## src/source/eeprom_bus_pkg.sv

```systemverilog
package eeprom_bus_pkg;

    // 11-bit byte address split into block and word parts
    localparam int ADDR_W  = 11;
    localparam int BLOCK_W = 3;
    localparam int WORD_W  = 8;

    localparam logic [3:0] DEV_CODE = 4'b1010;
    localparam logic RW_WRITE = 1'b0;
    localparam logic RW_READ  = 1'b1;

    // one bus bit slot, SCL low for the first half
    localparam int SLOT_CYCLES = 4;
    localparam int SLOT_CNT_W  = $clog2(SLOT_CYCLES);

    localparam int ACK_BIT   = 8;   // ninth slot of a byte
    localparam int BIT_CNT_W = 4;

    typedef struct packed {
        logic [3:0]         dev;
        logic [BLOCK_W-1:0] block;
        logic               rw;
    } ctrl_byte_t;

    typedef enum logic [3:0] {
        PH_IDLE,
        PH_START,
        PH_CTRL_WRITE,
        PH_ADDR_WRITE,
        PH_DATA_WRITE,
        PH_RESTART,
        PH_CTRL_READ,
        PH_DATA_READ,
        PH_MASTER_NACK,
        PH_STOP
    } engine_phase_t;

endpackage

```

## src/source/eeprom_req_pkg.sv

```systemverilog
package eeprom_req_pkg;

    localparam int NUM_CLIENTS = 2;

    // queue depth equals the credits a client starts with
    localparam int REQ_CREDITS = 2;
    localparam int QPTR_W      = (REQ_CREDITS > 1) ? $clog2(REQ_CREDITS) : 1;
    localparam int CREDIT_W    = $clog2(REQ_CREDITS + 1);

    typedef logic [0:0] client_id_t;

    typedef struct packed {
        logic                               write;
        logic [eeprom_bus_pkg::ADDR_W-1:0]  addr;
        logic [7:0]                         data;
    } eeprom_req_t;

    // data is the byte read, or the byte written for a write
    typedef struct packed {
        client_id_t                         client;
        logic                               write;
        logic [eeprom_bus_pkg::ADDR_W-1:0]  addr;
        logic [7:0]                         data;
    } eeprom_rsp_t;

endpackage

```

## src/source/eeprom_arbiter.sv

```systemverilog
`timescale 1ns/1ps
module eeprom_arbiter (
    input  logic                                     CLK,
    input  logic                                     RESET,
    input  logic [eeprom_req_pkg::NUM_CLIENTS-1:0]   req_valid,
    input  eeprom_req_pkg::eeprom_req_t              req [eeprom_req_pkg::NUM_CLIENTS],
    output logic [eeprom_req_pkg::NUM_CLIENTS-1:0]   credit_return,
    output logic                                     cmd_valid,
    output eeprom_req_pkg::eeprom_req_t              cmd,
    output eeprom_req_pkg::client_id_t               cmd_client,
    input  logic                                     cmd_ready
);
    import eeprom_req_pkg::*;

    eeprom_req_t         q_mem   [NUM_CLIENTS][REQ_CREDITS];
    logic [QPTR_W-1:0]   wr_ptr  [NUM_CLIENTS];
    logic [QPTR_W-1:0]   rd_ptr  [NUM_CLIENTS];
    logic [CREDIT_W-1:0] q_count [NUM_CLIENTS];

    client_id_t last_served;
    client_id_t sel;
    logic       found;
    logic       grant;

    function automatic logic [QPTR_W-1:0] ptr_inc(input logic [QPTR_W-1:0] ptr);
        logic [QPTR_W-1:0] nxt;
        if (ptr == QPTR_W'(REQ_CREDITS - 1))
            nxt = '0;
        else
            nxt = ptr + 1'b1;
        return nxt;
    endfunction

    // round robin, search starts after the last served client
    always_comb
    begin
        int idx;
        sel   = last_served;
        found = 1'b0;
        for (int k = 1; k <= NUM_CLIENTS; k++)
        begin
            idx = (int'(last_served) + k) % NUM_CLIENTS;
            if (!found && q_count[idx] != '0)
            begin
                found = 1'b1;
                sel   = client_id_t'(idx);
            end
        end
    end

    assign cmd_valid  = found;
    assign cmd        = q_mem[sel][rd_ptr[sel]];
    assign cmd_client = sel;
    assign grant      = cmd_valid && cmd_ready;

    always_comb
    begin
        for (int i = 0; i < NUM_CLIENTS; i++)
            credit_return[i] = grant && (sel == client_id_t'(i)); // pop frees a slot
    end

    always_ff @(posedge CLK)
    begin
        for (int i = 0; i < NUM_CLIENTS; i++)
            if (req_valid[i])
                q_mem[i][wr_ptr[i]] <= req[i];
    end

    always_ff @(posedge CLK)
    begin
        if (RESET)
        begin
            last_served <= client_id_t'(NUM_CLIENTS - 1); // client 0 goes first
            for (int i = 0; i < NUM_CLIENTS; i++)
            begin
                wr_ptr[i]  <= '0;
                rd_ptr[i]  <= '0;
                q_count[i] <= '0;
            end
        end
        else
        begin
            if (grant)
                last_served <= sel;
            for (int i = 0; i < NUM_CLIENTS; i++)
            begin
                if (req_valid[i])
                    wr_ptr[i] <= ptr_inc(wr_ptr[i]);
                if (credit_return[i])
                    rd_ptr[i] <= ptr_inc(rd_ptr[i]);
                case ({req_valid[i], credit_return[i]})
                    2'b10:   q_count[i] <= q_count[i] + 1'b1;
                    2'b01:   q_count[i] <= q_count[i] - 1'b1;
                    default: q_count[i] <= q_count[i];
                endcase
            end
        end
    end

endmodule

```

## src/source/eeprom_serial_engine.sv

```systemverilog
`timescale 1ns/1ps
module eeprom_serial_engine (
    input  logic                         CLK,
    input  logic                         RESET,
    input  logic                         cmd_valid,
    input  eeprom_req_pkg::eeprom_req_t  cmd,
    input  eeprom_req_pkg::client_id_t   cmd_client,
    output logic                         cmd_ready,
    output logic                         rsp_valid,
    output eeprom_req_pkg::eeprom_rsp_t  rsp,
    output logic                         scl,
    output logic                         sda_low,
    input  logic                         sda_in
);
    import eeprom_bus_pkg::*;
    import eeprom_req_pkg::*;

    engine_phase_t          phase;
    logic [SLOT_CNT_W-1:0]  cnt;
    logic [BIT_CNT_W-1:0]   bit_cnt;
    logic [7:0]             shreg;
    logic [7:0]             rd_data;
    eeprom_req_t            cur_cmd;
    client_id_t             cur_client;
    ctrl_byte_t             ctrl;

    logic slot_end;
    logic mid_high;
    logic byte_done;
    logic slot_drive;
    logic grant;

    assign grant     = cmd_valid && cmd_ready;
    assign slot_end  = (cnt == SLOT_CNT_W'(SLOT_CYCLES - 1));
    assign mid_high  = (cnt == SLOT_CNT_W'(SLOT_CYCLES / 2)); // first cycle with SCL high
    assign byte_done = (bit_cnt == BIT_CNT_W'(ACK_BIT));

    // bus released high while idle
    assign scl = (phase == PH_IDLE) || (cnt >= SLOT_CNT_W'(SLOT_CYCLES / 2));

    always_comb
    begin
        ctrl.dev   = DEV_CODE;
        ctrl.block = cur_cmd.addr[ADDR_W-1 -: BLOCK_W];
        ctrl.rw    = (phase == PH_RESTART) ? RW_READ : RW_WRITE;
    end

    // SDA level for the SCL-low half of the slot
    always_comb
    begin
        case (phase)
            PH_CTRL_WRITE, PH_ADDR_WRITE, PH_DATA_WRITE, PH_CTRL_READ:
                slot_drive = !byte_done && !shreg[7]; // ack slot releases
            PH_STOP:
                slot_drive = 1'b1;
            default:
                slot_drive = 1'b0;
        endcase
    end

    always_ff @(posedge CLK)
    begin
        if (RESET)
        begin
            phase     <= PH_IDLE;
            cnt       <= '0;
            bit_cnt   <= '0;
            sda_low   <= 1'b0;
            cmd_ready <= 1'b0;
        end
        else
        begin
            cmd_ready <= 1'b0;
            if (phase == PH_IDLE)
            begin
                cnt     <= '0;
                bit_cnt <= '0;
                if (grant)
                    phase <= PH_START;
                else
                    cmd_ready <= 1'b1;
            end
            else
            begin
                cnt <= slot_end ? '0 : cnt + 1'b1;

                if (cnt == '0)
                    sda_low <= slot_drive;
                else if (mid_high &&
                         (phase == PH_START || phase == PH_RESTART || phase == PH_STOP))
                    sda_low <= (phase != PH_STOP); // SDA edge while SCL high

                if (slot_end)
                begin
                    case (phase)
                        PH_START:
                        begin
                            phase   <= PH_CTRL_WRITE;
                            bit_cnt <= '0;
                        end
                        PH_CTRL_WRITE:
                            if (byte_done)
                            begin
                                phase   <= PH_ADDR_WRITE;
                                bit_cnt <= '0;
                            end
                            else
                                bit_cnt <= bit_cnt + 1'b1;
                        PH_ADDR_WRITE:
                            if (byte_done)
                            begin
                                phase   <= cur_cmd.write ? PH_DATA_WRITE : PH_RESTART;
                                bit_cnt <= '0;
                            end
                            else
                                bit_cnt <= bit_cnt + 1'b1;
                        PH_DATA_WRITE:
                            if (byte_done)
                            begin
                                phase   <= PH_STOP;
                                bit_cnt <= '0;
                            end
                            else
                                bit_cnt <= bit_cnt + 1'b1;
                        PH_RESTART:
                        begin
                            phase   <= PH_CTRL_READ;
                            bit_cnt <= '0;
                        end
                        PH_CTRL_READ:
                            if (byte_done)
                            begin
                                phase   <= PH_DATA_READ;
                                bit_cnt <= '0;
                            end
                            else
                                bit_cnt <= bit_cnt + 1'b1;
                        PH_DATA_READ:
                            if (bit_cnt == BIT_CNT_W'(ACK_BIT - 1))
                            begin
                                phase   <= PH_MASTER_NACK;
                                bit_cnt <= '0;
                            end
                            else
                                bit_cnt <= bit_cnt + 1'b1;
                        PH_MASTER_NACK:
                            phase <= PH_STOP;
                        default:
                            phase <= PH_IDLE; // end of stop
                    endcase
                end
            end
        end
    end

    always_ff @(posedge CLK)
    begin
        if (grant)
        begin
            cur_cmd    <= cmd;
            cur_client <= cmd_client;
        end
        if (phase == PH_DATA_READ && mid_high)
            rd_data <= {rd_data[6:0], sda_in};
        if (slot_end)
        begin
            case (phase)
                PH_START, PH_RESTART:
                    shreg <= ctrl;
                PH_CTRL_WRITE:
                    shreg <= byte_done ? cur_cmd.addr[WORD_W-1:0] : {shreg[6:0], 1'b0};
                PH_ADDR_WRITE:
                    shreg <= byte_done ? cur_cmd.data : {shreg[6:0], 1'b0};
                PH_DATA_WRITE, PH_CTRL_READ:
                    shreg <= {shreg[6:0], 1'b0}; // msb first
                default:
                    shreg <= shreg;
            endcase
        end
    end

    assign rsp_valid = (phase == PH_STOP) && slot_end;

    always_comb
    begin
        rsp.client = cur_client;
        rsp.write  = cur_cmd.write;
        rsp.addr   = cur_cmd.addr;
        rsp.data   = cur_cmd.write ? cur_cmd.data : rd_data;
    end

endmodule

```

## src/source/eeprom_top.sv

```systemverilog
`timescale 1ns/1ps
module eeprom_top (
    input  logic                                     CLK,
    input  logic                                     RESET,
    input  logic [eeprom_req_pkg::NUM_CLIENTS-1:0]   req_valid,
    input  eeprom_req_pkg::eeprom_req_t              req [eeprom_req_pkg::NUM_CLIENTS],
    output logic [eeprom_req_pkg::NUM_CLIENTS-1:0]   credit_return,
    output logic                                     rsp_valid,
    output eeprom_req_pkg::eeprom_rsp_t              rsp,
    output logic                                     scl,
    output logic                                     sda_low,
    input  logic                                     sda_in
);
    import eeprom_req_pkg::*;

    // grant channel
    logic        cmd_valid;
    logic        cmd_ready;
    eeprom_req_t cmd;
    client_id_t  cmd_client;

    eeprom_arbiter u_arbiter (
        .CLK           (CLK),
        .RESET         (RESET),
        .req_valid     (req_valid),
        .req           (req),
        .credit_return (credit_return),
        .cmd_valid     (cmd_valid),
        .cmd           (cmd),
        .cmd_client    (cmd_client),
        .cmd_ready     (cmd_ready)
    );

    eeprom_serial_engine u_engine (
        .CLK        (CLK),
        .RESET      (RESET),
        .cmd_valid  (cmd_valid),
        .cmd        (cmd),
        .cmd_client (cmd_client),
        .cmd_ready  (cmd_ready),
        .rsp_valid  (rsp_valid),
        .rsp        (rsp),
        .scl        (scl),
        .sda_low    (sda_low),
        .sda_in     (sda_in)
    );

endmodule

```

## config.mk

```make
export PLATFORM = sky130hd
export DESIGN_NAME = eeprom_top
export DESIGN_NICKNAME = d
export VERILOG_FILES = /design/src/source/eeprom_bus_pkg.sv /design/src/source/eeprom_req_pkg.sv /design/src/source/eeprom_arbiter.sv /design/src/source/eeprom_serial_engine.sv /design/src/source/eeprom_top.sv
export SDC_FILE = /design/constraint.sdc
export NUM_CORES = 1
export LEC_CHECK = 0
export ABC_AREA = 0
export BUFFER_PORTS_ARGS = -buffer_cell sky130_fd_sc_hd__buf_2
export CAP_MARGIN = 30
export CORE_UTILIZATION = 58
export CTS_CLUSTER_SIZE = 10
export DETAILED_ROUTE_END_ITERATION = 10
export GPL_ROUTABILITY_DRIVEN = 0
export PLACE_DENSITY = 0.9
export SYNTH_ARGS = -nofsm -noshare
export SYNTH_HDL_FRONTEND = slang
export SYNTH_SLANG_ARGS = --single-unit
```

## constraint.sdc

```tcl
create_clock -name CLK -period 3.96 [get_ports CLK]
set_clock_uncertainty 0.15 [all_clocks]
set_input_delay 0.198 -clock CLK [delete_from_list [all_inputs] [get_ports CLK]]
set_output_delay 0.198 -clock CLK [all_outputs]
set_load 0.02 [all_outputs]
```

# [Word-level counts from Yosys, hierarchy flattened]
# Memory sizes are Yosys's and may differ from the RTL's.
# Cells that the tools add are included.
[word_totals] mem_count=4 wordCells=198 inputBits=45 reg_bits=50 ram_bits=88
[classes] bitwise=15 order_cmp=6 mux=89 n_addsub=12 n_eq_ne=24 reduce_logical=36
[memory_table] name="u_arbiter.q_mem" depth=2 word_bits=40 rd=1 rd_clocked_by_memory_dff=0 write_ports=2 line="eeprom_arbiter.sv:15" rtl="eeprom_req_t q_mem [NUM_CLIENTS][REQ_CREDITS];"
[memory_table] name="u_arbiter.q_count" depth=2 word_bits=2 rd=4 rd_clocked_by_memory_dff=0 write_ports=2 line="eeprom_arbiter.sv:18" rtl="logic [CREDIT_W-1:0] q_count [NUM_CLIENTS];"
[memory_table] name="u_arbiter.rd_ptr" depth=2 word_bits=1 rd=3 rd_clocked_by_memory_dff=0 write_ports=2 line="eeprom_arbiter.sv:17" rtl="logic [QPTR_W-1:0] rd_ptr [NUM_CLIENTS];"
[memory_table] name="u_arbiter.wr_ptr" depth=2 word_bits=1 rd=2 rd_clocked_by_memory_dff=0 write_ports=2 line="eeprom_arbiter.sv:16" rtl="logic [QPTR_W-1:0] wr_ptr [NUM_CLIENTS];"
[ops] cell="$mux 20" count=5
[ops] cell="$mux 40" count=2
[ops] cell="$mux 1" count=57
[ops] cell="$demux 20 s1" count=2
[ops] cell="$mux 4" count=10
[ops] cell="$pmux 4 s8" count=1
[ops] cell="$pmux 8 s4" count=1
[ops] cell="$mux 8" count=3
[ops] cell="$eq 4x3->1 const B" count=5
[ops] cell="$ne 3x1->1 const B" count=5
[ops] cell="$eq 4x4->1 const B" count=3
[ops] cell="$mux 2" count=6
[ops] cell="$pmux 4 s3" count=1
[ops] cell="$reduce_or 2->1" count=6
[ops] cell="$logic_and 1x1->1" count=10
[ops] cell="$or 1x1->1" count=10
[ops] cell="$eq 2x2->1 const B" count=4
[ops] cell="$eq 4x2->1 const B" count=2
[ops] cell="$ge 2x2->1 const B" count=4
[ops] cell="$reduce_bool 2->1" count=4
[ops] cell="$reduce_and 7->1" count=1
[ops] cell="$add 1x1->1 const B" count=6
[ops] cell="$add 2x1->2 const B" count=3
[ops] cell="$not 1->2" count=3
[ops] cell="18 further kinds" count=28

# [Logic depth before layout (Yosys ltp)]
# An unclocked memory read counts as a cell.
[depth] ltp_word=16 ltp_mapped=10

# [Modules after synthesis]
# A second synthesis with hierarchy kept.
[unflattened] hier_cells=418 hier_area_um2=6053.3
[modules_own_cells] mod="eeprom_arbiter" cells_per_inst=216 area_each_um2=3688.5 instances=1 seq_area_each_um2=2682.6
[modules_own_cells] mod="eeprom_serial_engine" cells_per_inst=202 area_each_um2=2364.8 instances=1 seq_area_each_um2=1351.3

# [Worst setup path before layout]
# No wires, ideal clock.
[synth_path] path_kind="register to register" start="mem u_arbiter.q_count[1][0] (netlist name)" end="mem u_arbiter.q_count[1][1] (netlist name) (data pin)" arrival_ns=2.369 t_required_ns=3.527 period_less_slack_ns=2.803 path_slack_ns=1.157 path_stages_with_launch=9 cell_sequence="edfxtp_1 or2_1 a211o_1 o311ai_2 inv_2 nand2_2 ha_1 o41ai_1 o22ai_1"
[synth_lines] item="start, declared" line="eeprom_arbiter.sv:18"

==> summary.md <==
| Metric | Value |
|---|---|
| Inserted Diodes | 0 |
| Final Util | 74.7% |
| Pwr Density | 687 nW/um2 |
| Relative slew margins | 31.4% |
| Ys flop type | edfxtp_1 |
| Area delta synth->final | 22.8% |
| Number of flops mapped to enable cells by yosys | 125 |
| TritonCTS clock tree | yes |
| DR iter-0 viols | 442 |
| CTS max path bufs | 2 |
| Die area | 10900 um2 |
| Post-Route WL | 13900 um |
| Worst EP arrival | 3.33 ns |
| Global-route wire length before repair | 22000 um |
| Hpwl dp | 8450 um |
| Clock slew at reported path FFs | 0.06 ns |
| Final Cycle Share | 81.6% |
| Crit path time final | 3.23 ns |
| Std-Cell Rows | 36 |
| Hold WS | 0.239 ns |
| Final ANT Viol Nets | 0 |
| Overall routing resource usage | 27.5% |
| Lkg Pwr | 2.71 nW |
| CORE AREA | 9950 um2 |
| TritonRoute pass-1 iters | 4 |
| Syn_area_per_cell | 13.8 um2 |
| Vias per inst | 5.89 |
| CTS Buf Count | 17 |
| Root Buffer | clkbuf_8 |
| Final Hold Viols | 0 |
| Worst Setup End Kind | register |
| Initial Util | 60.9% |
| Max Slew Vio Count | 0 |
| Setup Fix Bufs, Post-CTS | 0 |
| Top post-synthesis cells by area | edfxtp_1, dfxtp_1, mux2i_1 |
| Dominant cell type by area after synthesis | edfxtp_1 |
| Maximum number of pins on one net before global-route repair | 43 |
| CTS H-Tree Depth | 4 |
| Post-route DRC | 0 |
| Initial antenna violation count | 0 |
| Die height | 104 um |
| Die width | 104 um |
| Netlist area before placement | 6060 um2 |
| Post-synth top area share | 61.9% |
| Worst hold path type | in2reg |
| Via Count | 4055 |
| Syn Nets | 494 |
| Status | completed |
| Layout cells sized above 1 | 23.8% |
| Final Setup Violations | 0 |
| Distinct cells, synth | 61 |
| Peak supply drop | 0.644 mV |
| Critical path class | reg2reg |
| Least-Margin Pin Slew | 1.03 ns |
| Setup TNS | 0 ns |
| FF+latch count, synth | 139 |
| Max-cap violations | 0 |
| RSZ-0062 raised after global routing | false |
| Commonest cells in the netlist | edfxtp_1, a21oi_1, nand2_1 |
| Post-synthesis instance total | 440 |
| Routed len/inst | 20.3 um |
| Port bufs | 70 |
| Vias in the first global route | 4131 |
| Crit Path Max Fanout | 24 |
| Count leader, synth | edfxtp_1 |
| Layout Nets | 596 |
| Worst-skew pair later-pin latency | 0.53 ns |
| Clock Sinks | 139 |
| Gr ovfl total | 0 |
| Ports | 71 |
| Register area share after synthesis | 66.6% |
| Required @ worst endpoint | 4.06 ns |
| Fmax | 0.309 GHz |
| Synth warnings | 0 |
| Critical Path Start Type | register |
| Ys async rst share | 0% |
[final timing paths]
kind,start,slack (ns),cells after the start,to
worst max register to register,u_arbiter.q_count[1][0]$_DFFE_PP_,0.73,7,u_arbiter.q_count[0][1]$_SDFFCE_PN0P_
worst min register to register,u_engine.rd_data[2]$_DFFE_PP_,0.30,0,u_engine.rd_data[3]$_DFFE_PP_
worst min-delay path,sda_in,0.24,2,u_engine.rd_data[0]$_DFFE_PP_
worst max-delay path,u_arbiter.q_count[1][0]$_DFFE_PP_,0.73,7,u_arbiter.q_count[0][1]$_SDFFCE_PN0P_
[logic make-up after synthesis]
kind of cell | count (synthesis) | synth area share, %
muxes | 29 | 4.98
and+or+nand+nor | 108 | 9.85
adders and majority gates | 9 | 1.86
DFF | 139 | 66.6
buffers and inverters | 52 | 4.83
AOI/OAI and AO/OA | 99 | 11.3
xor gates and xnor gates | 4 | 0.578
[sequential cells by signal, indices dropped and copies added, names as in the netlist, 2 cells and up, named ones only]
register,flops
u_engine.rd_data,8
u_engine.phase,4
u_engine.cnt,2
u_arbiter.rd_ptr,2
u_engine.shreg,8
u_engine.cur_cmd,8
u_arbiter.q_count,4
u_arbiter.wr_ptr,2
u_engine.bit_cnt,4
u_engine.rsp,12
u_arbiter.q_mem,80
[cells in the final DEF, fill, tap and decap left out, types with 3 or more instances in the layout]
| cell | synthesis | routed |
|---|---|---|
| buf_2 | 5 | 70 |
| nand2_1 | 27 | 27 |
| nor2b_1 | 20 | 20 |
| ha_1 | 9 | 9 |
| mux2i_1 | 20 | 20 |
| inv_6 | 0 | 4 |
| and2_1 | 3 | 3 |
| nor2_1 | 20 | 20 |
| a22oi_1 | 6 | 6 |
| or2_2 | 3 | 3 |
| dlygate4sd3_1 | 0 | 44 |
| a22o_1 | 3 | 3 |
| a21oi_1 | 31 | 31 |
| a211oi_1 | 22 | 22 |
| inv_1 | 12 | 12 |
| nand3_1 | 5 | 5 |
| o21ai_0 | 10 | 10 |
| clkbuf_16 | 0 | 16 |
| xor2_1 | 3 | 3 |
| mux2_2 | 9 | 9 |
| buf_4 | 16 | 5 |
| nand2b_1 | 4 | 4 |
| clkbuf_8 | 0 | 4 |
| dfxtp_1 | 14 | 14 |
| a211o_1 | 3 | 3 |
| edfxtp_1 | 125 | 125 |
| or3_1 | 4 | 4 |
| nor3_1 | 6 | 6 |
[power breakdown]
| part | switching, mW | total, mW | internal [mW] |
|---|---|---|---|
| Sequential | 0.221 | 2.15 | 1.92 |
| Combinational | 0.895 | 1.46 | 0.563 |
| Clock | 0.620 | 1.51 | 0.891 |
[stage by stage]
step	std cells	area [um2]	setup WS, ns	power (mW)
2_1_floorplan	440	6060	1.16	3.18
3_3_place_gp	610	6380	0.932	3.43
3_5_place_dp	612	6430	0.828	3.55
4_1_cts	688	7440	0.812	5.08
5_1_grt	688	7440	0.492	5.32
6_report	688	7440	0.728	5.11
[worst max-delay path, stage by stage (launching register included)]
cell	delay, ns
edfxtp_1	0.42
or2_1	0.30
o311ai_2	0.43
inv_2	0.33
nand2_2	0.20
ha_1	0.26
o41ai_1	0.72
nor2_1	0.13
[final cells by class]
class                      count  area, um2
timing repair buffer         121        883
multi-input combinational    249       1740
inverter                      14       52.6
fill                         576       2510
clock buffer                  21        459
clock inverter                11        108
sequential                   139       4030
tap                          133        166
[routing by layer]
layer / part of all wire, % / up-vias / global-route usage, %
met5: 0 / - / 0
met2: 54 / 191 / 48.9
li1: - / 1856 / -
met3: 5.6 / 29 / 6.08
met1: 39 / 1979 / 32.4
met4: 2.0 / 0 / 11.1
[timing repair]
item	4_1_cts	5_1_grt
endpoints found under the hold margin	98	0
resized for setup	0	0
hold buffers	44	0
No activity file was read; power rests on OpenSTA's default activity.
